==> config.mk <==
export PLATFORM = sky130hd
export DESIGN_NAME = reg_bank
export DESIGN_NICKNAME = d
export VERILOG_FILES = /design/src/hdl/reg_bank.sv
export VERILOG_INCLUDE_DIRS = /design/src /design/src/hdl
export SDC_FILE = /design/constraint.sdc
export NUM_CORES = 1
export LEC_CHECK = 0
export ABC_CLOCK_PERIOD_IN_PS = 2050
export BUFFER_PORTS_ARGS = -buffer_cell sky130_fd_sc_hd__buf_2
export CORE_MARGIN = 2
export CORE_UTILIZATION = 40
export CTS_CLUSTER_SIZE = 14
export DETAILED_ROUTE_END_ITERATION = 10
export PLACE_DENSITY = 0.58
export SYNTH_ARGS = -nofsm -noshare
export SYNTH_HDL_FRONTEND = slang
export SYNTH_SLANG_ARGS = --single-unit
==> constraint.sdc <==
create_clock -name clk -period 2.05 [get_ports clk]
set_input_delay 0.41 -clock clk [delete_from_list [all_inputs] [get_ports clk]]
set_output_delay 0.41 -clock clk [all_outputs]
set_load 0.005 [all_outputs]
==> src/hdl/cmd_engine_settings.svh <==
`ifndef CMD_ENGINE_SETTINGS_SVH
`define CMD_ENGINE_SETTINGS_SVH

// ~~~~~~~~~~~~~~~~~~~~~~~~~~~~~~~~~~~~~~~~~~~~~~~~~~~~~~~~~~~~~~~~~~~~~~~~~~~~
// Buffer geometry
// ~~~~~~~~~~~~~~~~~~~~~~~~~~~~~~~~~~~~~~~~~~~~~~~~~~~~~~~~~~~~~~~~~~~~~~~~~~~~
`define CE_BUF_DEPTH 256   // Words per buffer
`define CE_ADDR_W    8

// ~~~~~~~~~~~~~~~~~~~~~~~~~~~~~~~~~~~~~~~~~~~~~~~~~~~~~~~~~~~~~~~~~~~~~~~~~~~~
// Datapath
// ~~~~~~~~~~~~~~~~~~~~~~~~~~~~~~~~~~~~~~~~~~~~~~~~~~~~~~~~~~~~~~~~~~~~~~~~~~~~
`define CE_DATA_W    16    // Data words, commands and registers
`define CE_NUM_REGS  8

`endif

==> src/hdl/reg_bank.sv <==
`timescale 1ns/1ns
`default_nettype none
`include "cmd_engine_settings.svh"

module reg_bank
(
	input  wire                   clk,
	input  wire                   rst,
	input  wire                   wr_en,
	input  wire [2:0]             wr_addr,
	input  wire [`CE_DATA_W-1:0]  wr_data,
	input  wire [2:0]             ra_addr,
	output logic [`CE_DATA_W-1:0] ra_data,
	input  wire [2:0]             rb_addr,
	output logic [`CE_DATA_W-1:0] rb_data
);

	logic [`CE_DATA_W-1:0] regs [`CE_NUM_REGS];

	always_ff @(posedge clk or negedge rst)
	begin
		if (!rst)
		begin
			for (int i = 0; i < `CE_NUM_REGS; i++)
				regs[i] <= '0;
		end
		else if (wr_en)
		begin
			regs[wr_addr] <= wr_data;
		end
	end

	// Two read ports, no bypass
	always_comb
	begin
		ra_data = regs[ra_addr];
		rb_data = regs[rb_addr];
	end

endmodule

`default_nettype wire

Word-level counts from Yosys, hierarchy flattened
Index checks and enable logic that the tools add are counted.
{"block": "totals", "elab_cells": 25, "input_bits": 28, "out_inout_bits": 32, "ff_bits": 128}
{"block": "op_classes", "bitwise_logic": 3, "n_mux": 9, "n_reduce_logical": 1, "order_cmp": 4}
{"cell": "$bwmux W128", "n": 1}
{"cell": "$bmux W16 S3", "n": 2}
{"cell": "$mux W16", "n": 5}
{"cell": "$demux W16 S3", "n": 1}
{"cell": "$ge A4 B4 Y1 const B", "n": 3}
{"cell": "$not A3 Y4", "n": 3}
{"cell": "$lt A4 B1 Y1 const B", "n": 1}
{"cell": "$logic_and A1 B1 Y1", "n": 1}

Logic depth before layout (Yosys ltp)
{"block": "depth", "ltp_word": 6, "depth_mapped": 5}

Worst setup path before layout
No wires, ideal clock.
{"block": "synth_path", "kind": "input to output", "startpoint": "input ra_addr[0]", "endpoint": "output ra_data[2]", "t_arrival_ns": 1.461, "path_slack_ns": 0.179, "path_buffers": 2, "path_stages": 4, "path_cell_list": "buf_6 -> buf_6 -> mux4_1 -> mux2_2"}
{"block": "synth_via", "elab_chain_cells": 4}
{"item": "start, declared", "line": "reg_bank.sv:12", "text": "input wire [2:0] ra_addr,"}
{"item": "$not A3 Y4 (implied by the code)", "line": "reg_bank.sv:36", "text": "ra_data = regs[ra_addr];"}
{"item": "$bmux W16 S3", "line": "reg_bank.sv:36"}
{"item": "$mux W16 (implied by the code) (2 in a row)", "line": "reg_bank.sv:36"}
{"item": "end, declared", "line": "reg_bank.sv:13", "text": "output logic [`CE_DATA_W-1:0] ra_data,"}
No other way between the ends. The select of a mux whose other input is x is not followed.

Worst setup path in the final report
{"block": "layout_path", "startpoint": "register regs[38] (netlist bit)", "endpoint": "output ra_data[6]"}
{"block": "layout_via", "elab_chain_cells": 3}
{"item": "start, declared", "line": "reg_bank.sv:18", "text": "logic [`CE_DATA_W-1:0] regs [`CE_NUM_REGS];"}
{"item": "start signal, assigned by index", "line": "reg_bank.sv:29", "text": "regs[wr_addr] <= wr_data;"}
{"item": "$bmux W16 S3", "line": "reg_bank.sv:36"}
{"item": "$mux W16 (implied by the code) (2 in a row)", "line": "reg_bank.sv:36"}
No other way between the ends. The select of a mux whose other input is x is not followed.

==> results.md <==
| Quantity | This run |
| --- | --- |
| CTS hold repair buffers | 0 |
| Average size of a mapped cell | 17.81 sq um |
| Number of sinks on the clock net | 128 |
| Area of the core region | 17,180 sq um |
| Synth-to-layout area growth | 21.50% |
| Final hold viol count | 0 |
| Mapped Nets | 421 |
| Final-layout fill cell count | 1,499 |
| Grt total ovfl | 0 |
| Final Cycle Share | 103.7% |
| Slack of the worst reg-to-reg path | 1.04 ns |
| Wire length per cell after detailed routing | 23.53 microns |
| Routed Antenna Nets | 0 |
| Largest registers in the final layout | regs (128) |
| Row count | 48 |
| Buffer depth of the longest clock path | 2 |
| Leading cell types in the layout, fill and taps excluded | 131 x mux2_2, 128 x dfrtp_1, 63 x mux4_2 |
| Highest achievable clock rate | 470.4 MHz |
| Cell Area, Synth | 7000 sq um |
| Critical path cell sequence | mux4_2 > mux2_4 > buf_6 |
| Area used by multi-input combinational logic | 3500 sq um |
| Post-layout util | 49.52% |
| Kind of critical path | register to primary output |
| TritonCTS clock tree | done |
| Via density | 5.720 |
| Yosys reg bits | 128 |
| Max FFs per register | 128 |
| Worst Hold Class | primary input to asynchronous set/reset pin |
| Pin slew with the least headroom to its limit | 0.6953 ns |
| # H-tree levels | 4 |
| Cell with the largest stage delay on the worst path | mux4_2 |
| Status | finished, violations left |
| Number of antenna violations at the first check in global routing | 0 |
| Clock slew seen by the registers of the worst setup and hold paths | 0.05 ns |
| Wire length reported by the detailed router | 16.54 mm |
| Violations in the final reports | setup timing |
| Initial core utilization | 40.76% |
| Total non-filler cell area in the finished layout | 8506 sq um |
| Endpoint required time on the critical path | 1.64 ns |
| Proportion of synthesized chip area in sequential cells | 45.76% |
| Final weighted congestion of routability-driven global placement | 0.7107 |
| Min Hold Slack | 0.1114 ns |
| Via count | 4,021 |
| Synth Instances | 393 |
| Die ar. | 18,580 sq um |
| Delay of the slowest critical-path stage | 0.49 ns |
| Register ranked first by flip-flop count | regs |
| Initial DRC count | 257 |
| Number of detailed-routing iterations run before antenna repair | 4 |
| Peak supply drop | 0.0006334 V |
| Final Setup Violations | 32 |
| Number of synthesis warnings | 0 |
| Max cap viols | 0 |
| Maximum number of pins on one net before global-route repair | 129 |
| Combined flip-flop and latch cell area | 3203 sq um |
| Placed cell area | 7712 sq um |
| Global-route wire length before repair | 25.54 mm |
| I/O pin total | 60 |
| Endpoint type of the worst setup path | primary output |
| Fraction of final layout cells with drive strength greater than 1 | 72.18% |
| Post-DP HPWL | 9.432 mm |
| Total track usage | 19.00% |
| Height of the die | 136.3 microns |
| Number of CTS-inserted buffers | 17 |
| Standby leakage power | 3.612 nW |
| Setup slack of the critical path after layout | -0.07588 ns |
| Source-to-sink clock delay at the later pin of the worst-skew pair | 0.41 ns |
| Distinct cells, synth | 15 |
| Largest fanout on the critical path | 3 |
| Most common library cell in the layout ignoring fill and taps | mux2_2 |
| Setup repair after global routing missed its margin | yes |
| Chip width | 136.3 microns |
| DR DRC count | 0 |
| Final nets | 498 |
| Data arrival time of the critical path | 1.72 ns |
| Number of antenna diodes | 0 |
| Power density of the placed cells | 999.2 nW/um^2 |
| Placement-stage worst setup slack | -0.1452 ns |
| Logic depth of the worst register-to-register path | 3 |
| Count of buffers from port buffering | 59 |
| Number of global-route vias before repair | 4,263 |
| Pins Over Slew Limit | 0 |
| Kind of start point of the critical path | register |
| Worst slew margin relative to its limit | 53.65% |
| Master cell of the clock root buffer | clkbuf_16 |
| Final critical delay including setup and external delays | 2.126 ns |
| Clock skew | 0 ns |
where the power goes:
group | internal (mW) | switching (mW) | leakage, nW
Clock | 1.70 | 0.982 | 0.257
Sequential | 3.09 | 0.425 | 1.54
Combinational | 1.60 | 0.697 | 1.82
Total | 6.40 | 2.10 | 3.61
what timing repair did:
action | in CTS | in global routing
pin swaps | 0 | 0
endpoints found under the hold margin | 0 | 0
buffers inserted | 3 | 4
resized for setup | 106 | 18
endpoints found under the setup margin | 32 | 32
cloned | 4 | 0
per-stage QoR:
step | cells | TNS [ns] | power, mW
2_1_floorplan | 393 | 0 | 4.693
3_3_place_gp | 665 | -3.251 | 5.263
3_5_place_dp | 665 | -3.441 | 5.352
4_1_cts | 699 | -1.748 | 8.467
5_1_grt | 703 | -2.477 | 8.899
6_report | 703 | -1.215 | 8.499
worst max-delay path: cells and delay by family (launching register included):
| kind | cells | cell delay, ns |
|---|---|---|
| buffers and inverters | 1 | 0.11 |
| DFF | 1 | 0.41 |
| muxes | 2 | 0.78 |
synth_stat cells (all sizes together):
cell / number / area, sq um
mux2: 160 / 1802
dfrtp: 128 / 3203
mux4: 64 / 1652
buf: 28 / 209.0
clkbuf: 5 / 21.27
nand4b: 3 / 45.04
nor4bb: 2 / 20.02
and4bb: 1 / 12.51
nand4: 1 / 12.51
nor4b: 1 / 23.77
area by class of cell:
cell class                 instances  area share [%]
timing repair buffer              91           11.74
clock buffer                      27           6.149
multi-input combinational        232           41.14
tap                              225           3.310
sequential                       128           37.66
kinds of logic after synthesis:
kind of cell  share of synthesized area, %
buf+inv                              3.289
mux                                  49.33
simple gates                         1.626
flops                                45.76
final timing paths:
check,from,end
setup reg to reg,regs[10],regs[10]
hold reg to reg,regs[12],regs[12]
setup / recovery,regs[38],ra_data[6]
min in group clk,wr_data[11],regs[11]
hold / removal,rst,regs[72]
max in group asynchronous,rst,regs[37]
per-layer routing:
| metal | global-route usage, % | part of all wire (%) |
|---|---|---|
| met5 | 0 | 0 |
| met2 | 31.13 | 50 |
| met1 | 25.20 | 44 |
| met3 | 3.244 | 3.9 |
| met4 | 7.697 | 2.3 |
Power figures use the tool's default switching activity.
