--- src/hdl/cmd_engine_settings.svh ---
`ifndef CMD_ENGINE_SETTINGS_SVH
`define CMD_ENGINE_SETTINGS_SVH

// ~~~~~~~~~~~~~~~~~~~~~~~~~~~~~~~~~~~~~~~~~~~~~~~~~~~~~~~~~~~~~~~~~~~~~~~~~~~~
// Buffer geometry
// ~~~~~~~~~~~~~~~~~~~~~~~~~~~~~~~~~~~~~~~~~~~~~~~~~~~~~~~~~~~~~~~~~~~~~~~~~~~~
`define CE_BUF_DEPTH 256   // Words per buffer
`define CE_ADDR_W    8

// ~~~~~~~~~~~~~~~~~~~~~~~~~~~~~~~~~~~~~~~~~~~~~~~~~~~~~~~~~~~~~~~~~~~~~~~~~~~~
// Datapath
// ~~~~~~~~~~~~~~~~~~~~~~~~~~~~~~~~~~~~~~~~~~~~~~~~~~~~~~~~~~~~~~~~~~~~~~~~~~~~
`define CE_DATA_W    16    // Data words, commands and registers
`define CE_NUM_REGS  8

`endif

--- src/hdl/cmd_engine_pkg.sv ---
`default_nettype none
`include "cmd_engine_settings.svh"

package cmd_engine_pkg;

	// ~~~~~~~~~~~~~~~~~~~~~~~~~~~~~~~~~~~~~~~~~~~~~~~~~~~~~~~~~~~~~~~~~~~~~~~~
	// Opcodes
	// ~~~~~~~~~~~~~~~~~~~~~~~~~~~~~~~~~~~~~~~~~~~~~~~~~~~~~~~~~~~~~~~~~~~~~~~~
	typedef enum logic [7:0] {
		OP_LOAD = 8'h10,
		OP_ADD  = 8'h20,
		OP_SHL  = 8'h28,
		OP_JMP  = 8'h30,
		OP_OUT  = 8'h40,
		OP_HALT = 8'hFF
	} opcode_e;

	// Command word, register view
	typedef struct packed {
		logic [7:0] opcode;
		logic [2:0] arg1;   // Destination register
		logic [4:0] arg2;   // Source reg in [2:0], or shift amount
	} cmd_reg_t;

	// Command word, immediate view
	typedef struct packed {
		logic [7:0] opcode;
		logic [7:0] imm;    // Jump target
	} cmd_imm_t;

	typedef union packed {
		cmd_reg_t rf;
		cmd_imm_t im;
	} cmd_word_u;

	// Host side write into either buffer
	typedef struct packed {
		logic                  en;
		logic                  sel;   // 0 cmd buffer, 1 data buffer
		logic [`CE_ADDR_W-1:0] addr;
		logic [`CE_DATA_W-1:0] data;
	} host_wr_t;

	// Split command as held by the controller
	typedef struct packed {
		opcode_e    op;
		logic [2:0] arg1;
		logic [4:0] arg2;
	} dec_cmd_t;

endpackage

`default_nettype wire

--- src/hdl/cmd_fetch_ctrl.sv ---
`timescale 1ns/1ns
`default_nettype none
`include "cmd_engine_settings.svh"

module cmd_fetch_ctrl
	import cmd_engine_pkg::*;
(
	input  wire                   clk,
	input  wire                   rst,
	input  wire                   start,
	input  wire cmd_word_u        cmd_word,
	output logic                  cmd_rd_en,
	output logic [`CE_ADDR_W-1:0] cmd_addr,
	output logic                  data_rd_en,
	output logic [`CE_ADDR_W-1:0] data_addr,
	output dec_cmd_t              dec,
	output logic                  wb_en,
	output logic                  out_en,
	output logic                  busy,
	output logic                  done,
	output logic                  err
);

	typedef enum logic [2:0] {
		S_IDLE,
		S_FETCH,
		S_SPLIT,
		S_EXEC,
		S_LOAD_WB
	} state_e;

	state_e                state;
	state_e                state_nxt;
	logic [`CE_ADDR_W-1:0] cmd_ptr;
	logic [`CE_ADDR_W-1:0] data_ptr;

	// ~~~~~~~~~~~~~~~~~~~~~~~~~~~~~~~~~~~~~~~~~~~~~~~~~~~~~~~~~~~~~~~~~~~~~~~~
	// Sequencing
	// ~~~~~~~~~~~~~~~~~~~~~~~~~~~~~~~~~~~~~~~~~~~~~~~~~~~~~~~~~~~~~~~~~~~~~~~~
	always_comb
	begin
		state_nxt = state;
		case (state)
			S_IDLE:    if (start) state_nxt = S_FETCH;
			S_FETCH:   state_nxt = S_SPLIT;
			S_SPLIT:   state_nxt = S_EXEC;
			S_EXEC:
			begin
				if (dec.op == OP_LOAD)
					state_nxt = S_LOAD_WB;   // Wait for the data word
				else if (dec.op == OP_HALT)
					state_nxt = S_IDLE;
				else
					state_nxt = S_FETCH;
			end
			S_LOAD_WB: state_nxt = S_FETCH;
			default:   state_nxt = S_IDLE;
		endcase
	end

	always_ff @(posedge clk or negedge rst)
	begin
		if (!rst)
		begin
			state    <= S_IDLE;
			cmd_ptr  <= '0;
			data_ptr <= '0;
			dec      <= '{op: OP_HALT, arg1: '0, arg2: '0};
			err      <= 1'b0;
		end
		else
		begin
			state <= state_nxt;
			case (state)
				S_IDLE:
				begin
					if (start)   // New run from address 0
					begin
						cmd_ptr  <= '0;
						data_ptr <= '0;
						err      <= 1'b0;
					end
				end
				S_FETCH: cmd_ptr <= cmd_ptr + 1'b1;
				S_SPLIT:
				begin
					dec.op   <= opcode_e'(cmd_word.rf.opcode);
					dec.arg1 <= cmd_word.rf.arg1;
					dec.arg2 <= cmd_word.rf.arg2;
				end
				S_EXEC:
				begin
					case (dec.op)
						OP_LOAD: data_ptr <= data_ptr + 1'b1;
						// Buffer output still holds the JMP word here
						OP_JMP:  cmd_ptr <= cmd_word.im.imm;
						OP_ADD, OP_SHL, OP_OUT, OP_HALT: ;
						default: err <= 1'b1;   // Unknown, skipped
					endcase
				end
				default: ;
			endcase
		end
	end

	// ~~~~~~~~~~~~~~~~~~~~~~~~~~~~~~~~~~~~~~~~~~~~~~~~~~~~~~~~~~~~~~~~~~~~~~~~
	// Strobes
	// ~~~~~~~~~~~~~~~~~~~~~~~~~~~~~~~~~~~~~~~~~~~~~~~~~~~~~~~~~~~~~~~~~~~~~~~~
	always_comb
	begin
		cmd_rd_en  = (state == S_FETCH);
		cmd_addr   = cmd_ptr;
		data_addr  = data_ptr;
		data_rd_en = (state == S_EXEC) && (dec.op == OP_LOAD);
		wb_en      = ((state == S_EXEC) && (dec.op == OP_ADD || dec.op == OP_SHL))
			|| (state == S_LOAD_WB);
		out_en     = (state == S_EXEC) && (dec.op == OP_OUT);
		done       = (state == S_EXEC) && (dec.op == OP_HALT);
		busy       = (state != S_IDLE);
	end

endmodule

`default_nettype wire

--- config.mk ---
export PLATFORM = sky130hd
export DESIGN_NAME = cmd_fetch_ctrl
export DESIGN_NICKNAME = d
export VERILOG_FILES = /design/src/hdl/cmd_engine_pkg.sv /design/src/hdl/cmd_fetch_ctrl.sv
export VERILOG_INCLUDE_DIRS = /design/src /design/src/hdl
export SDC_FILE = /design/constraint.sdc
export NUM_CORES = 1
export LEC_CHECK = 0
export BUFFER_PORTS_ARGS = -buffer_cell sky130_fd_sc_hd__buf_2
export CORE_ASPECT_RATIO = 1.4
export CORE_MARGIN = 4
export CORE_UTILIZATION = 50
export CTS_CLUSTER_SIZE = 12
export DETAILED_ROUTE_END_ITERATION = 16
export PLACE_DENSITY_LB_ADDON = 0.2
export SYNTH_ARGS = -nofsm -noshare
export SYNTH_HDL_FRONTEND = slang
export SYNTH_SLANG_ARGS = --single-unit
--- constraint.sdc ---
create_clock -name clk -period 2.9 [get_ports clk]
set_clock_uncertainty 0.1 [all_clocks]
set_input_delay 0.435 -clock clk [delete_from_list [all_inputs] [get_ports clk]]
set_output_delay 0.435 -clock clk [all_outputs]
set_load 0.005 [all_outputs]
; ---- Word level (Yosys, flattened, before mapping)
; Index checks and enable logic that the tools add are counted.
[word_totals]
word_cells = 49
reg_bits = 36
in_bits = 19
[classes]
n_mux = 12
add_sub_neg = 2
n_reduce_logical = 14
eq_ne = 14
[ops]
columns = cell, n
row1 = $eq 8x6->1 const B, 3
row2 = $mux 8, 3
row3 = $pmux 8 s3, 1
row4 = $add 8x1->8 const B, 2
row5 = $pmux 8 s2, 1
row6 = $pmux 3 s5, 1
row7 = $reduce_and 3->1, 3
row8 = $eq 8x5->1 const B, 1
row9 = $eq 8x7->1 const B, 1
row10 = $eq 8x8->1 const B, 1
row11 = $eq 3x2->1 const B, 2
row12 = $mux 3, 2
row13 = $reduce_bool 3->1, 2
row14 = $reduce_or 6->1, 1
row15 = $logic_and 1x1->1, 4
row16 = $ne 2x1->1 const B, 2
row17 = $ne 2x2->1 const B, 2
row18 = $eq 3x1->1 const B, 1
row19 = $eq 3x3->1 const B, 1
row20 = $logic_not 3->1, 1
row21 = $mux 1, 3
row22 = $logic_or 1x1->1, 2
row23 = $pmux 1 s2, 1
row24 = $reduce_bool 2->1, 1

; ---- Depth between registers and ports, before layout
[depth]
word_depth = 4
mapped_depth = 7
mapped_depth_nobuf = 5

; ---- Worst setup path after synthesis
; Ideal clock, no wire load.
[synth_timing]
path_kind = reg-to-reg
start = register dec[9] (netlist bit)
end = register data_ptr[5], in the netlist data_addr[5]
period_less_slack_ns = 2.300
setup_slack_ns = 0.600
setup_time_ns = 0.078
arrival_ns = 2.122
stages_incl_launch_ff = 6
path_buffers = 1
cell_sequence = dfstp_2 > or4_1 > or4_1 > buf_2 > or4_1 > a21oi_1
[synth_via]
elab_chain_cells = 3
[synth_lines]
columns = element, line_no
row1 = "start, declared", cmd_fetch_ctrl.sv:16  ; output dec_cmd_t dec,
row2 = "start signal, assigned", cmd_fetch_ctrl.sv:68  ; dec <= '{op: OP_HALT, arg1: '0, arg2: '0};
row3 = $eq 8x5->1, cmd_fetch_ctrl.sv:93  ; case (dec.op)
row4 = $ne 2x1->1 (no source line), n/a
row5 = $reduce_and 3->1 (no source line), n/a
row6 = "end signal, assigned", cmd_fetch_ctrl.sv:94  ; OP_LOAD: data_ptr <= data_ptr + 1'b1;
row7 = "end, declared", cmd_fetch_ctrl.sv:35  ; logic [`CE_ADDR_W-1:0] data_ptr;
; No other way between the ends.
; A chain may end at the register's enable or synchronous reset.

; ---- Worst setup path after layout
[layout_timing]
start = register dec[9] (netlist bit)
end = output data_rd_en
[layout_via]
elab_chain_cells = 2
[layout_lines]
columns = element, line_no
row1 = $eq 8x5->1, cmd_fetch_ctrl.sv:114  ; data_rd_en = (state == S_EXEC) && (dec.op == OP_LOAD);
row2 = $logic_and 1x1->1, cmd_fetch_ctrl.sv:114
row3 = "end, declared", cmd_fetch_ctrl.sv:14  ; output logic data_rd_en,
; No other way between the ends.

==> metrics.csv <==
stage,metric,value,unit
setup_path,crit path from,dec[9],
yosys,"EDFF count, synth",0,
setup_path,startpoint types,flip-flop,
grt,global-route wire length before repair,7320,microns
timing,Slew @ Worst Pin,799,ps
timing,Fin Setup TNS,0,ps
worst_hold_path,Tightest Hold Check Type,in -> async,
yosys,"Net Count, Synth",203,
yosys,dominant synthesized flop cell,dfrtp_1,
setup_path,reg2reg end,data_addr[7],
clocking,CTS tree,built,
detailed_routing,WL per Instance,15.5,microns
setup_path,Critical Path Most Common Cell,or4_1,
yosys,cell area after synthesis,0.00185,sq mm
finish,ANT cells,0,
yosys,Async SR Flop Fraction,100,%
timing,Final WS setup,184,ps
setup_path,RR Startpoint,dec[9],
clocking,root buf cell,clkbuf_8,
floorplanning,CORE AREA,0.00347,sq mm
power,Clock Power Share,19.8,%
detailed_routing,DR vias/cell,5.78,
detailed_routing,Routed Antenna Nets,0,
flow_run,max_cap viols,0,
setup_path,"Arr. time, crit path",2180,ps
power,VDD IR max,0.000608,V
clocking,CTS Sinks,36,
grt,GR Overflow Total,0,
detailed_routing,drt pass-1 iters,4,
placement,RD Place Congestion,0.815,
yosys,sequential-to-total area share from yosys stat,49.3,%
floorplanning,initial core utilization,53.3,%
yosys,Synth Area per Inst,10.2,sq um
finish,Area Overhead vs Synth,22.7,%
setup_path,worst reg-to-reg setup slack,330,ps
yosys,Synth Register Bits,36,
yosys,"Distinct cells, synth",45,
status,status,"complete, no violations",
clocking,CTS clock-pin slew for the worst setup and hold paths,80,ps
placement,post-DP HPWL,3200,microns
grt,initial antenna violation count,0,
floorplanning,die width,59.4,microns
setup_path,worst endpoint required time,2370,ps
power,Comb power frac,37.1,%
grt,Tot GR Track Use,20.0,%
power,cell internal pwr,0.00141,W
placement,pre-CTS setup slack,336,ps
finish,Seq. cell area,911,sq um
yosys,Gate Count Post-Synth,182,
floorplanning,# rows,25,
timing,Final Max Slew Viols,0,
grt,vias in the first global route,1597,
placement,Port Buffers,57,
timing,Tcrit/Tclk final,93.7,%
timing,final setup vio count,0,
floorplanning,total die area,0.00475,sq mm
detailed_routing,via count of the routed design,1606,
setup_path,critical path class,reg -> out,
clocking,Post-CTS Setup Inserts,0,
timing,Final min period,2720,ps
grt,largest net degree at the start of global routing,37,
detailed_routing,DRT Wirelength,4300,microns
finish,Final nets,258,
timing,Max Clock Freq,368,MHz
yosys,Yosys warning total,0,
power,sw frac,35.5,%
clocking,TritonCTS Buffers,5,
power,net switching power,0.000774,W
power,leak pwr,1.08,nW
power,Seq pwr share,43.2,%
detailed_routing,drt drc,0,
clocking,Post-CTS Hold Fix Bufs,0,
clocking,post_cts resized,0,
setup_path,max incr delay on CP,740,ps
clocking,H-tree depth,2,
setup_path,worst path cell trace,or4_1 > or4_1 > inv_1 > buf_2,
setup_path,r2r worst-path depth,4,
detailed_routing,First DRT Iteration DRCs,66,
setup_path,crit path capture type,primary output,
floorplanning,Ports,58,
floorplanning,die height,80.0,microns
finish,fillers,296,
setup_path,worst setup path endpoint,data_rd_en,
power,power density of the placed cells,961,mW/mm^2
timing,final hold vios,0,
finish,fraction of layout cells with a size suffix above 1,40.3,%
setup_path,CP Max Fanout,18,
clocking,"Clk Latency, worst-skew pair",290,ps
setup_path,"Slowest-stage cell, CP",or4_1,
clocking,Max clock buf depth,2,
timing,headroom to the max-slew limit,46.7,%
timing,RSZ-0062 raised after global routing,no,
finish,multi-input logic area,871,sq um
==> cells in the final DEF, fill, tap and decap left out, types with 2 or more instances in the layout <==
master / synthesis / layout
dfrtp_1: 28 / 28
mux2i_1: 2 / 2
mux2_2: 15 / 15
or4_1: 5 / 5
nor2_1: 8 / 8
buf_4: 0 / 2
dfstp_2: 8 / 8
clkbuf_8: 0 / 5
nand3_1: 8 / 8
nand2_1: 13 / 13
or2_2: 3 / 3
o31ai_1: 5 / 5
a32oi_1: 2 / 2
o21ai_0: 10 / 10
buf_2: 1 / 57
nor3_1: 4 / 4
a221o_1: 2 / 2
ha_1: 2 / 2
a31oi_1: 2 / 2
nand3b_1: 2 / 2
nor4_1: 2 / 2
and3_1: 4 / 4
or3_1: 3 / 3
a21oi_1: 10 / 10
inv_1: 8 / 8
o22ai_1: 2 / 2
nand4_1: 3 / 3
nor2b_1: 2 / 2
==> cells in the mapped netlist (all sizes together) (3+ instances only) <==
| cell type | count | area [sq um] |
|---|---|---|
| or4 | 5 | 37.5 |
| or2 | 3 | 18.8 |
| nand3 | 8 | 40.0 |
| dfrtp | 28 | 701 |
| inv | 8 | 30.0 |
| nor3 | 4 | 20.0 |
| a21oi | 10 | 50.1 |
| nand4 | 3 | 18.8 |
| o21ai | 10 | 50.1 |
| mux2 | 15 | 169 |
| nand2 | 13 | 48.8 |
| and3 | 4 | 25.0 |
| o31ai | 5 | 37.5 |
| clkbuf | 9 | 33.8 |
| nor2 | 8 | 30.0 |
| dfstp | 8 | 210 |
| or3 | 3 | 18.8 |
==> per-stage QoR <==
stage	std cells	utilization [%]	hold WS, ps	area (sq um)	total power (W)
2_1_floorplan	182	-	39.4	1850	0.00144
3_3_place_gp	270	62.3	386	2160	0.00175
3_5_place_dp	270	62.3	391	2160	0.00177
4_1_cts	278	65.4	149	2270	0.00220
5_1_grt	278	65.4	186	2270	0.00235
6_report	278	65.4	123	2270	0.00218
==> layer usage <==
layer	vias up	routed length [microns]	GRT usage [%]
li1	787	-	-
met1	767	1780	24.3
met2	45	2240	34.1
met3	7	225	4.21
met4	0	58	6.80
met5	-	0	0
==> worst min path at each step <==
| stage | start | to | cells past startpoint |
|---|---|---|---|
| 4_1_cts | rst | data_addr[2] | 1 |
| 5_1_grt | rst | data_addr[2] | 1 |
| 2_1_floorplan | rst | cmd_addr[0] | 0 |
| 3_3_place_gp | dec[0] | dec[0] | 1 |
| 6_report | rst | data_addr[2] | 1 |
| 3_5_place_dp | dec[5] | dec[5] | 1 |
==> flip-flops by register name (all words and copies together) (netlist names) <==
signal / count
dec: 16
data_addr: 8
cmd_addr: 8
err: 1
state: 3
==> layout make-up <==
cell class,instances,share of cell area [%]
repair buffers,59,13.2
flip-flops and latches,36,40.1
clock inverters,2,1.54
clock buffers,6,3.20
inverters,8,1.32
multi-input cells,127,38.4
well taps,40,2.21
==> cells by family (layout without fill, tap and decap cells) <==
kind of cell    after synthesis  count (layout)  synth area share, %
simple gates                 65              65                 19.8
compound gates               42              42                 15.0
flops                        36              36                 49.3
buf+inv                      19              75                 3.92
mux                          17              17                 10.2
fa+ha+maj                     2               2                 1.35
xor+xnor                      1               1                0.474
==> power groups by stage <==
stage,Sequential (W),Clock [W],Combinational (W)
6_report,0.000942,0.000431,0.000809
5_1_grt,0.000981,0.000463,0.000908
4_1_cts,0.000942,0.000441,0.000820
3_5_place_dp,0.000950,0,0.000821
3_3_place_gp,0.000939,0,0.000807
2_1_floorplan,0.000869,0,0.000569
==> critical path, delay by kind of cell, from the launching register on <==
| kind | cells | cell delay, ps |
|---|---|---|
| AND/OR/NAND/NOR | 2 | 1270 |
| buffers and inverters | 2 | 240 |
| flip-flops | 1 | 390 |
No activity file was read; power rests on OpenSTA's default activity.
