--- src/hdl/cmd_engine_settings.svh ---
`ifndef CMD_ENGINE_SETTINGS_SVH
`define CMD_ENGINE_SETTINGS_SVH

// ~~~~~~~~~~~~~~~~~~~~~~~~~~~~~~~~~~~~~~~~~~~~~~~~~~~~~~~~~~~~~~~~~~~~~~~~~~~~
// Buffer geometry
// ~~~~~~~~~~~~~~~~~~~~~~~~~~~~~~~~~~~~~~~~~~~~~~~~~~~~~~~~~~~~~~~~~~~~~~~~~~~~
`define CE_BUF_DEPTH 256   // Words per buffer
`define CE_ADDR_W    8

// ~~~~~~~~~~~~~~~~~~~~~~~~~~~~~~~~~~~~~~~~~~~~~~~~~~~~~~~~~~~~~~~~~~~~~~~~~~~~
// Datapath
// ~~~~~~~~~~~~~~~~~~~~~~~~~~~~~~~~~~~~~~~~~~~~~~~~~~~~~~~~~~~~~~~~~~~~~~~~~~~~
`define CE_DATA_W    16    // Data words, commands and registers
`define CE_NUM_REGS  8

`endif

--- src/hdl/cmd_engine_pkg.sv ---
`default_nettype none
`include "cmd_engine_settings.svh"

package cmd_engine_pkg;

	// ~~~~~~~~~~~~~~~~~~~~~~~~~~~~~~~~~~~~~~~~~~~~~~~~~~~~~~~~~~~~~~~~~~~~~~~~
	// Opcodes
	// ~~~~~~~~~~~~~~~~~~~~~~~~~~~~~~~~~~~~~~~~~~~~~~~~~~~~~~~~~~~~~~~~~~~~~~~~
	typedef enum logic [7:0] {
		OP_LOAD = 8'h10,
		OP_ADD  = 8'h20,
		OP_SHL  = 8'h28,
		OP_JMP  = 8'h30,
		OP_OUT  = 8'h40,
		OP_HALT = 8'hFF
	} opcode_e;

	// Command word, register view
	typedef struct packed {
		logic [7:0] opcode;
		logic [2:0] arg1;   // Destination register
		logic [4:0] arg2;   // Source reg in [2:0], or shift amount
	} cmd_reg_t;

	// Command word, immediate view
	typedef struct packed {
		logic [7:0] opcode;
		logic [7:0] imm;    // Jump target
	} cmd_imm_t;

	typedef union packed {
		cmd_reg_t rf;
		cmd_imm_t im;
	} cmd_word_u;

	// Host side write into either buffer
	typedef struct packed {
		logic                  en;
		logic                  sel;   // 0 cmd buffer, 1 data buffer
		logic [`CE_ADDR_W-1:0] addr;
		logic [`CE_DATA_W-1:0] data;
	} host_wr_t;

	// Split command as held by the controller
	typedef struct packed {
		opcode_e    op;
		logic [2:0] arg1;
		logic [4:0] arg2;
	} dec_cmd_t;

endpackage

`default_nettype wire

--- src/hdl/exec_unit.sv ---
`timescale 1ns/1ns
`default_nettype none
`include "cmd_engine_settings.svh"

module exec_unit
	import cmd_engine_pkg::*;
(
	input  wire                   clk,
	input  wire                   rst,
	input  wire dec_cmd_t         dec,
	input  wire [`CE_DATA_W-1:0]  rd_data,
	input  wire [`CE_DATA_W-1:0]  rs_data,
	input  wire [`CE_DATA_W-1:0]  data_word,
	input  wire                   out_en,
	output logic [`CE_DATA_W-1:0] wr_data,
	output logic                  result_valid,
	output logic [`CE_DATA_W-1:0] result_data
);

	// ~~~~~~~~~~~~~~~~~~~~~~~~~~~~~~~~~~~~~~~~~~~~~~~~~~~~~~~~~~~~~~~~~~~~~~~~
	// Write-back value
	// ~~~~~~~~~~~~~~~~~~~~~~~~~~~~~~~~~~~~~~~~~~~~~~~~~~~~~~~~~~~~~~~~~~~~~~~~
	always_comb
	begin
		case (dec.op)
			OP_LOAD: wr_data = data_word;
			OP_ADD:  wr_data = rd_data + rs_data;   // Wraps at 16 bits
			OP_SHL:
			begin
				if (dec.arg2 >= 5'd16)
					wr_data = '0;
				else
					wr_data = rd_data << dec.arg2[3:0];
			end
			default: wr_data = rd_data;
		endcase
	end

	// Result port, one cycle after EXEC of OUT
	always_ff @(posedge clk or negedge rst)
	begin
		if (!rst)
			result_valid <= 1'b0;
		else
			result_valid <= out_en;
	end

	always_ff @(posedge clk)
	begin
		if (out_en)
			result_data <= rd_data;
	end

endmodule

`default_nettype wire

--- config.mk ---
export PLATFORM = sky130hd
export DESIGN_NAME = exec_unit
export DESIGN_NICKNAME = d
export VERILOG_FILES = /design/src/hdl/cmd_engine_pkg.sv /design/src/hdl/exec_unit.sv
export VERILOG_INCLUDE_DIRS = /design/src /design/src/hdl
export SDC_FILE = /design/constraint.sdc
export NUM_CORES = 1
export LEC_CHECK = 0
export BUFFER_PORTS_ARGS = -buffer_cell sky130_fd_sc_hd__buf_2
export CAP_MARGIN = 20
export CORE_MARGIN = 2
export CORE_UTILIZATION = 45
export DETAILED_ROUTE_END_ITERATION = 10
export PLACE_DENSITY_LB_ADDON = 0.2
export SETUP_SLACK_MARGIN = 0.3
export SYNTH_ARGS = -nofsm -noshare
export SYNTH_HDL_FRONTEND = slang
export SYNTH_SLANG_ARGS = --single-unit
--- constraint.sdc ---
create_clock -name clk -period 2.56 [get_ports clk]
set_clock_uncertainty 0.2 [all_clocks]
set_input_delay 0.128 -clock clk [delete_from_list [all_inputs] [get_ports clk]]
set_output_delay 0.128 -clock clk [all_outputs]
set_load 0.1 [all_outputs]
## Word-level counts from Yosys, hierarchy flattened

Index checks and enable logic that the tools add are counted.

| word-level totals | value |
|---|---|
| output and inout bits | 33 |
| flip-flop bits (word level) | 17 |
| logic and storage cells | 10 |
| bits of input ports | 67 |

| operators by class | value |
|---|---|
| $add $sub $neg | 1 |
| $lt $le $gt $ge | 1 |
| shift-type cells | 1 |
| muxes and demuxes | 2 |
| equality and inequality tests | 3 |

Operator list:

| operator | number |
|---|---|
| $pmux 16 s3 | 1 |
| $add 16x16->16 | 1 |
| $eq 8x6->1 const B | 2 |
| $mux 16 | 1 |
| $shl 16x4->16 | 1 |
| $eq 8x5->1 const B | 1 |
| $ge 5x5->1 const B | 1 |

## Logic depth before layout (Yosys ltp)

Gate-level depths: netlist of the first run.

| logic depth | value |
|---|---|
| depth in word-level cells | 3 |
| mapped depth | 9 |
| mapped depth without buffers | 9 |

## Worst setup path after synthesis of the first run

No wires, ideal clock.

| timing | value |
|---|---|
| path type | in2out |
| start | in dec[13] (netlist bit) |
| end | out wr_data[3] |
| arrival time | 3.006 ns |
| slack | -0.774 ns |
| stages on the path | 5 |
| path buffers | 2 |
| data required time | 2.232 ns |
| cell sequence | buf_2 nor3b_1 nand3_1 clkbuf_1 o21ai_0 |

| between the ends | value |
|---|---|
| cells in the longest elaborated chain, start to end | 2 |
| elaborated cells on any way between the ends | 4 |
| classes of those cells | eq/ne (3); mux (1) |

Ends and longest elaborated chain:

| element | RTL line | source |
|---|---|---|
| start: declaration | exec_unit.sv:10 | `input wire dec_cmd_t dec,` |
| $eq 8x6->1 / $eq 8x5->1 (equally long branches) | exec_unit.sv:25 | `case (dec.op)` |
| $pmux 16 s3 (*) | exec_unit.sv:25 |  |
| end: declaration | exec_unit.sv:15 | `` output logic [`CE_DATA_W-1:0] wr_data, `` |

Mark *: on every way between the ends. The rest lies on a longest branch, timed or not.

## Final worst setup path of the first run

| timing | value |
|---|---|
| start | in rd_data[0] |
| end | out wr_data[12] |

| between the ends | value |
|---|---|
| cells in the longest elaborated chain, start to end | 3 |
| elaborated cells on any way between the ends | 4 |
| classes of those cells | add/sub (1); shift (1); mux (2) |

Ends and longest elaborated chain:

| element | RTL line | source |
|---|---|---|
| start: declaration | exec_unit.sv:11 | `` input wire [`CE_DATA_W-1:0] rd_data, `` |
| branches (longest 2 deep; another with $add 16x16->16) | -- |  |
| $pmux 16 s3 (*) | exec_unit.sv:25 |  |

Mark *: on every way between the ends.

==> results of run 1 <==
-- worst max-delay path by stage --
stage	start	end	cells past startpoint
2_1_floorplan	rd_data[0]	wr_data[12]	9
3_3_place_gp	rd_data[4]	wr_data[11]	9
3_5_place_dp	rd_data[4]	wr_data[11]	9
4_1_cts	rs_data[4]	wr_data[7]	10
5_1_grt	rs_data[4]	wr_data[12]	10
6_report	rd_data[0]	wr_data[12]	11
-- power groups by stage --
| stage | clock network, µW | logic, µW | registers, µW |
|---|---|---|---|
| 6_report | 193 | 982 | 331 |
| 5_1_grt | 210 | 1030 | 333 |
| 4_1_cts | 195 | 896 | 332 |
| 3_5_place_dp | 0 | 842 | 337 |
| 3_3_place_gp | 0 | 830 | 337 |
| 2_1_floorplan | 0 | 436 | 494 |
-- flip-flops by register name (all words and copies together) (netlist names) --
signal,count
result_data,16
result_valid,1
-- timing repair --
action	4_1_cts	5_1_grt
resized for setup	29	38
endpoints found under the hold margin	9	0
hold buffers	10	0
endpoints found under the setup margin	9	10
pin swaps	13	14
buffers inserted	4	7
-- logic make-up after synthesis --
family	Yosys count	synth area share, %
compound gates	94	27.5
xor+xnor	12	4.42
fa+ha+maj	16	8.74
buf+inv	22	4.37
flops	17	21.3
mux	33	15.9
simple gates	79	17.8
-- placed cells by master, fill, tap and decap left out, types with 5 or more instances in the layout --
cell type	instances
a22oi_1	9
buf_4	30
buf_6	9
nand3_1	7
nand2_1	15
nor2_1	16
a21oi_1	15
buf_12	14
inv_1	7
o211ai_1	7
nor3_1	5
edfxtp_1	16
dlygate4sd3_1	10
ha_1	6
mux2_2	10
o21ai_0	11
ha_4	8
xor2_1	6
buf_2	73
mux2i_1	18
a21o_1	6
-- worst max-delay path, cell delays in order --
cell       delay, ns
buf_8           0.08
ha_4            0.13
inv_2           0.03
fa_2            0.36
nor2b_4         0.15
o2111ai_4       0.16
a21oi_4         0.26
o41ai_4         0.09
xor2_1          0.16
o211ai_1        0.30
clkbuf_16       0.27
-- final cells by class --
class	count	area share, %
sequential	17	12.6
tap	70	2.19
timing repair buffer	140	29.1
multi-input combinational	234	54.2
clock buffer	3	1.03
inverter	8	0.751
clock inverter	1	0.125
-- cell usage after synthesis (2+ instances only) --
master     number
nand2b_1        5
ha_1           15
a211oi_1        4
xnor2_1         4
mux2_2         11
a22oi_1         9
buf_2           8
nor3_1          6
a31o_2          2
nor3_2          2
inv_1           8
clkbuf_1        4
nor2_1         19
and3_1          3
o21a_1          2
o22ai_1         2
o21ai_0        14
a222oi_1        2
xor2_1          8
a2bb2oi_1       2
a22o_1          3
nand2_1        16
mux4_2          2
a32o_1          2
nor3b_1         2
o21ai_1         3
nand3_1         8
o211ai_1        7
a21oi_1        21
mux2_4          2
nor2b_1         5
and2_1          2
mux2i_1        18
or3_1           5
o221ai_1        4
a21o_1          6
edfxtp_1       16
-- per-layer routing --
layer	track usage (%)	share of wire [%]
met5	0	0
met4	11.1	1.9
met3	2.94	6.7
met2	46.1	49
met1	37.4	42
-- per-stage QoR --
| stage | area, µm² | setup TNS, ns | hold WS, ns | cells |
|---|---|---|---|---|
| finish | 4000 | 0 | 0.0149 | 473 |
| CTS | 3730 | 0 | 0.0112 | 466 |
| floorplan | 2570 | -1.97 | -0.368 | 273 |
| detailed placement | 3430 | 0 | -0.290 | 448 |
| global placement | 3430 | 0 | -0.298 | 448 |
| global route | 4000 | 0 | 0.00973 | 473 |
==> impl_metrics.ini, run 1 <==
[run_status]
outcome = finished clean

[global_route]
grt_pass1_wl_um = 13200
grt_pass1_vias = 2678
overflow = 0
grt_start_max_net_pins = 25
antenna_found_initial = 0
grt_usage_pct = 27.9

[placement]
dp_slack_ns = 0.0650
hpwl_um = 6500
port_buffers = 96
gp_congestion = 0.996

[detailed_routing]
postRouteAntennaNets = 0
wl_per_cell_um = 18.6
wirelength_um = 8790
drc_errors = 0
initialDrtViolationCount = 226
firstDrtPassIters = 5
avgViaCountPerCell = 5.85
routed-via-count = 2769

[synthesis]
syn_area_per_cell_um2 = 8.71
synth_nets = 356
synth-edff-count = 16
yosysTopAreaCellShare_pct = 20.2
ys_top_cells_by_area = edfxtp_1 (20%), ha_1 (7.9%), mux2i_1 (7.6%)
yosysTopAreaCell = edfxtp_1
synth-async-reset-ratio_pct = 5.88
postSynthCellCount = 273
synthesis.area_um2 = 2380
ys_ff_latch = 17
ys_seq_area_share_pct = 21.3
ys_warn_count = 0
synth_cell_type_count = 58
synth_top_flop_cell = edfxtp_1

[finish]
diodes = 0
nets = 487
area_growth_pct = 68.2
fin_util_pct = 78.3
drive_above_1_share_pct = 50.1
n_fill_cell = 348
regArea_um2 = 505
multiInputGateArea_um2 = 2170

[timing]
worst_pin_slew_ns = 0.563
slew_headroom_pct = 62.4
fmax_mhz = 406
min_period_over_period_pct = 96.2
maxSlewViolCount = 0
setup_slack_ns = 0.0972
rsz0062_at_grt = yes
hold_violations = 0
period_minus_slack_ns = 2.46
setup_viol = 0

[power_and_ir_drop]
clkPwrFrac_pct = 12.8
p_leak_uw = 0.00171
power_uw = 1510
peakVddDrop_v = 0.000266
switchingPower_uw = 700
swShare_pct = 46.5
power_density_nw_per_um2 = 377
internal_power_uw = 806
p_comb_share_pct = 65.2
pwr-share-seq_pct = 22.0

[clocking]
cts_buffer_depth = 2
cts_made_buffers = 3
htree_levels = 1
clockRootBuffer = clkbuf_8
cts_num_sinks = 17
path_clk_slew_ns = 0.06
tritoncts = done

[die]
die_h_um = 76.7
core_region_area_um2 = 5110
rows = 26
top_level_ports = 100
die-area_um2 = 5880
die_x_um = 76.7
initial_core_util_pct = 46.5

[worst_setup_path]
crit_path_end_kind = output port
crit_required_ns = 2.23
critPathKind = in2out
cp.arrival_ns = 2.13
critPathLaunchType = primary input
cp_max_fo = 2

[hold_path]
hold_end = result_data[4]
hold_path.startpoint = rd_data[4]
min_path_cells = 2
hold_class = in2reg

[run]
cap_violations = 0
Power figures use the tool's default switching activity.
==> inputs of run 2 (changes only) <==
ABC_AREA = 1   (was unset)
==> impl_metrics.ini, run 2 <==
[run_status]
outcome = finished clean

[synthesis]
ys_ff_latch = 17
synth_cell_type_count = 35
synth-async-reset-ratio_pct = 5.88
synth-edff-count = 16
syn_area_per_cell_um2 = 5.90
synth_common_cells = nand2_1 (185), inv_1 (51), nand3_1 (50)
synthesis.area_um2 = 2640
synth_top_flop_cell = edfxtp_1
postSynthCellCount = 447
yosysTopAreaCellShare_pct = 26.3
synth_nets = 530
ys_warn_count = 0
yosysTopAreaCell = nand2_1
ys_top_cells_by_area = nand2_1 (26%), edfxtp_1 (18%), nand3_1 (9.5%)
synth.most_common_cell = nand2_1
ys_seq_area_share_pct = 19.2

[die]
initial_core_util_pct = 47.3
die_h_um = 80.6
die_x_um = 80.6
core_region_area_um2 = 5570
die-area_um2 = 6490
rows = 27
top_level_ports = 100

[global_route]
grt_pass1_vias = 3027
overflow = 0
grt_usage_pct = 27.0
antenna_found_initial = 0
grt_pass1_wl_um = 13700
grt_start_max_net_pins = 19
grt.met3_usage_pct = 1.57
grt.busiest_layer = met2
grtUsageMet1_pct = 35.3
use_met2_pct = 47.8

[finish]
layout_commonest_cell = nand2_1
top_register = result_data
diodes = 0
largest_register_ffs = 16
n_fill_cell = 567
area_growth_pct = 31.3
final_cell_mix = nand2_1 (184), buf_2 (84), inv_1 (49), nand3_1 (49), nor2_1 (24)
nets = 639
fin_area_um2 = 3460
reg_top3 = result_data (16), result_valid (1)
drive_above_1_share_pct = 26.5

[worst_setup_path]
critPathKind = in2out
cp.arrival_ns = 1.84
crit_path_end_kind = output port
critPathLaunchType = primary input
cp_max_fo = 12
crit_required_ns = 2.23
crit_path_start = dec[14]

[timing]
worst_pin_slew_ns = 0.492
tns_ns = 0
maxSlewViolCount = 0
min_period_over_period_pct = 84.7
slew_headroom_pct = 67.4
fmax_mhz = 461
hold_violations = 0
setup_viol = 0
period_minus_slack_ns = 2.17
rsz0062_at_grt = yes

[detailed_routing]
initialDrtViolationCount = 161
drc_errors = 0
postRouteAntennaNets = 0
routed-via-count = 3238
wirelength_um = 8500
wl_per_cell_um = 13.6
avgViaCountPerCell = 5.16
firstDrtPassIters = 6

[clocking]
cts_made_buffers = 3
path_clk_slew_ns = 0.06
tritoncts = done
cts_num_sinks = 17
cts_setup_buffers = 0
htree_levels = 1
cts_buffer_depth = 2
clockRootBuffer = clkbuf_8

[hold_path]
hold_path.startpoint = rd_data[3]
hold_class = in2reg

[placement]
dpl_cell_area_um2 = 3210
hpwl_um = 6710
port_buffers = 96
gp_congestion = 0.958

[power_and_ir_drop]
power_density_nw_per_um2 = 370
p_leak_uw = 0.00185
peakVddDrop_v = 0.000316

[run]
cap_violations = 0
-- run 2: cell types whose count changed after synthesis, moves of 9 or more --
cell | previous run | this run
a22oi_1 | 9 | 0
inv_1 | 8 | 51
mux2_2 | 11 | 0
mux2i_1 | 18 | 0
nand2_1 | 16 | 185
nand2_2 | 0 | 9
nand3_1 | 8 | 50
nand4_1 | 0 | 10
-- run 2: logic make-up after synthesis --
kind of cell               share of synthesized area, %
AOI/OAI and AO/OA                                  6.45
DFF                                                19.2
buffers and inverters                              12.6
xor gates and xnor gates                          0.332
adders and majority gates                          7.87
and+or+nand+nor                                    53.6
-- run 2: per-layer routing --
metal / part of all wire [%] / vias to the layer above / wire, µm
met4: 1.5 / 0 / 127
met3: 6.9 / 12 / 583
met1: 43 / 1443 / 3620
li1: - / 1654 / -
met5: 0 / - / 0
met2: 49 / 129 / 4170
-- run 2: final timing paths --
kind | cells past startpoint | endpoint
worst max-delay path | 10 | wr_data[11]
worst min-delay path | 1 | result_data[3]
max in group asynchronous | 3 | result_valid
min in group asynchronous | 3 | result_valid
-- run 2: worst max-delay path: stages --
cell	delay, ns
buf_2	0.09
inv_1	0.04
nand2_1	0.10
nor2_4	0.15
nand3_2	0.14
nor2_2	0.41
nor3b_1	0.32
nor2_1	0.07
nand2_1	0.07
clkbuf_4	0.32
-- run 2: repair_timing --
| action | 4_1_cts | 5_1_grt |
|---|---|---|
| hold endpoints to repair | 17 | 0 |
| hold buffers | 18 | 0 |
| endpoints found under the setup margin | 2 | 9 |
| pin swaps | 0 | 1 |
| gates resized for setup | 2 | 12 |
-- run 2: area by class of cell --
type                            count  area (µm²)  share of cell area (%)
Inverter                           59         226                    6.54
Sequential cell                    17         505                    14.6
Clock buffer                        4        45.0                    1.30
Tap cell                           72        90.1                    2.60
Timing Repair Buffer              115         736                    21.3
Multi-Input combinational cell    360        1860                    53.7
-- run 2: where the power goes --
| part | internal (µW) | total [µW] | switching, µW | leakage [µW] |
|---|---|---|---|---|
| combinational | 211 | 755 | 543 | 0.00166 |
| sequential | 328 | 332 | 3.97 | 0.000168 |
| clock | 110 | 196 | 85.1 | 0.0000228 |
-- run 2: through the flow --
step	util [%]	instances	hold slack, ns	power (µW)	worst slack [ns]
final	62.1	627	0.0143	1280	0.393
after global routing	62.1	627	0.0213	1360	0.239
after CTS	61.8	627	0.0155	1280	0.324
after detailed placement	57.6	605	-0.297	1060	0.296
after global placement	57.6	605	-0.298	1050	0.328
after floorplan	-	447	-0.368	884	0.270
==> inputs of run 3 (changes only) <==
clock period = 1.96 ns   (was 2.56 ns; I/O delays follow)
==> impl_metrics.ini, run 3 (synthesis gave the netlist of run 2 again) <==
[timing]
fmax_mhz = 533
slew_headroom_pct = 67.5
setup_viol = 0
tns_ns = 0
period_minus_slack_ns = 1.87
worst_pin_slew_ns = 0.490
min_period_over_period_pct = 95.7
maxSlewViolCount = 0
hold_violations = 0
rsz0062_at_grt = yes

[global_route]
antenna_found_initial = 0
grt.busiest_layer = met2
grt_start_max_net_pins = 18
grt_pass1_vias = 3236
grt_usage_pct = 28.8
use_met2_pct = 52.1
grtUsageMet1_pct = 37.4
grt.met3_usage_pct = 1.46
overflow = 0
grt_pass1_wl_um = 14600

[worst_setup_path]
crit_family = simple AND/OR/NAND/NOR gates
cp_max_fo = 5
crit_required_ns = 1.66
slowest_stage = ha_4
critical_path.cell_chain = buf_2, ha_4, nand2_2, nor3_2, and2_4, nand2_2, nand2_1, nand2_1, nand3_2, nand2_4, buf_12
critPathLaunchType = primary input
cp.arrival_ns = 1.58
critPathKind = in2out
path_buf_inv = 2
cpPeakStageDelay_ns = 0.31
crit_path_end_kind = output port

[finish]
layout_commonest_cell = nand2_1
nets = 663
multiInputGateArea_um2 = 2430
reg_top3 = result_data (16), result_valid (1)
area_growth_pct = 71.5
fin_util_pct = 81.1
final_cell_mix = nand2_1 (147), buf_2 (66), inv_1 (38), nand3_1 (31)
largest_register_ffs = 16
diodes = 0
regArea_um2 = 505
top_register = result_data
n_fill_cell = 369
final_cells = 651
drive_above_1_share_pct = 47.8

[clocking]
cts_made_buffers = 3
tritoncts = done
cts_num_sinks = 17
path_clk_slew_ns = 0.07
cts_buffer_depth = 2
htree_levels = 1
clockRootBuffer = clkbuf_8

[run_status]
outcome = finished clean

[hold_path]
hold_path.startpoint = rd_data[8]
hold_class = in2reg
min_path_cells = 2
hold_end = result_data[8]

[detailed_routing]
initialDrtViolationCount = 249
drc_errors = 0
wirelength_um = 10400
firstDrtPassIters = 5
postRouteAntennaNets = 0
avgViaCountPerCell = 5.53
routed-via-count = 3599
wl_per_cell_um = 16.0

[placement]
hpwl_um = 7240
gp_congestion = 0.912
port_buffers = 96
placedCellCount = 620

[die]
initial_core_util_pct = 47.3
rows = 27
die-area_um2 = 6490
core_region_area_um2 = 5570
die_x_um = 80.6
die_h_um = 80.6
top_level_ports = 100

[power_and_ir_drop]
power_density_nw_per_um2 = 445
peakVddDrop_v = 0.000399
p_leak_uw = 0.00218
power_uw = 2010

[run]
cap_violations = 0
run 3: through the flow:
stage	cell area [µm²]	hold WS (ns)	setup WS [ns]
final	4520	0.00689	0.0853
after global routing	4520	0.0210	0.0335
after CTS	4160	0.00668	0.161
after detailed placement	3730	-0.327	0.0331
after global placement	3730	-0.328	0.0507
after floorplan	2890	-0.398	-0.204
run 3: worst max path at each step:
stage | startpoint | to | slack (ns) | cells past startpoint
final | rd_data[11] | wr_data[14] | 0.09 | 11
after global routing | rd_data[10] | wr_data[14] | 0.03 | 11
after CTS | rd_data[0] | wr_data[6] | 0.16 | 11
after detailed placement | rd_data[11] | wr_data[15] | 0.03 | 10
after global placement | rd_data[11] | wr_data[15] | 0.05 | 10
after floorplan | rd_data[0] | wr_data[4] | -0.20 | 9
run 3: power by group:
group | internal, µW | switching (µW)
Sequential | 428 | 5.69
Clock | 145 | 123
Combinational | 455 | 859
run 3: repair_timing:
item                       4_1_cts  5_1_grt
gates resized for setup         47       88
pin swaps                       28       44
hold buffers                    12        2
hold endpoints to repair        11        2
setup endpoints to repair       16       16
setup buffers                    6        7
run 3: area by class of cell:
cell class                      instances  share of cell area (%)
Multi-Input combinational cell        360                    53.8
Timing Repair Buffer                  139                    26.1
Sequential cell                        17                    11.2
Inverter                               59                    5.95
Tap cell                               72                    1.99
Clock buffer                            4                   0.996
run 3: per-layer routing:
metal	part of all wire (%)	vias to the layer above
li1	-	1710
met1	40	1654
met2	51	210
met3	6.9	25
met4	2.2	0
met5	0	-
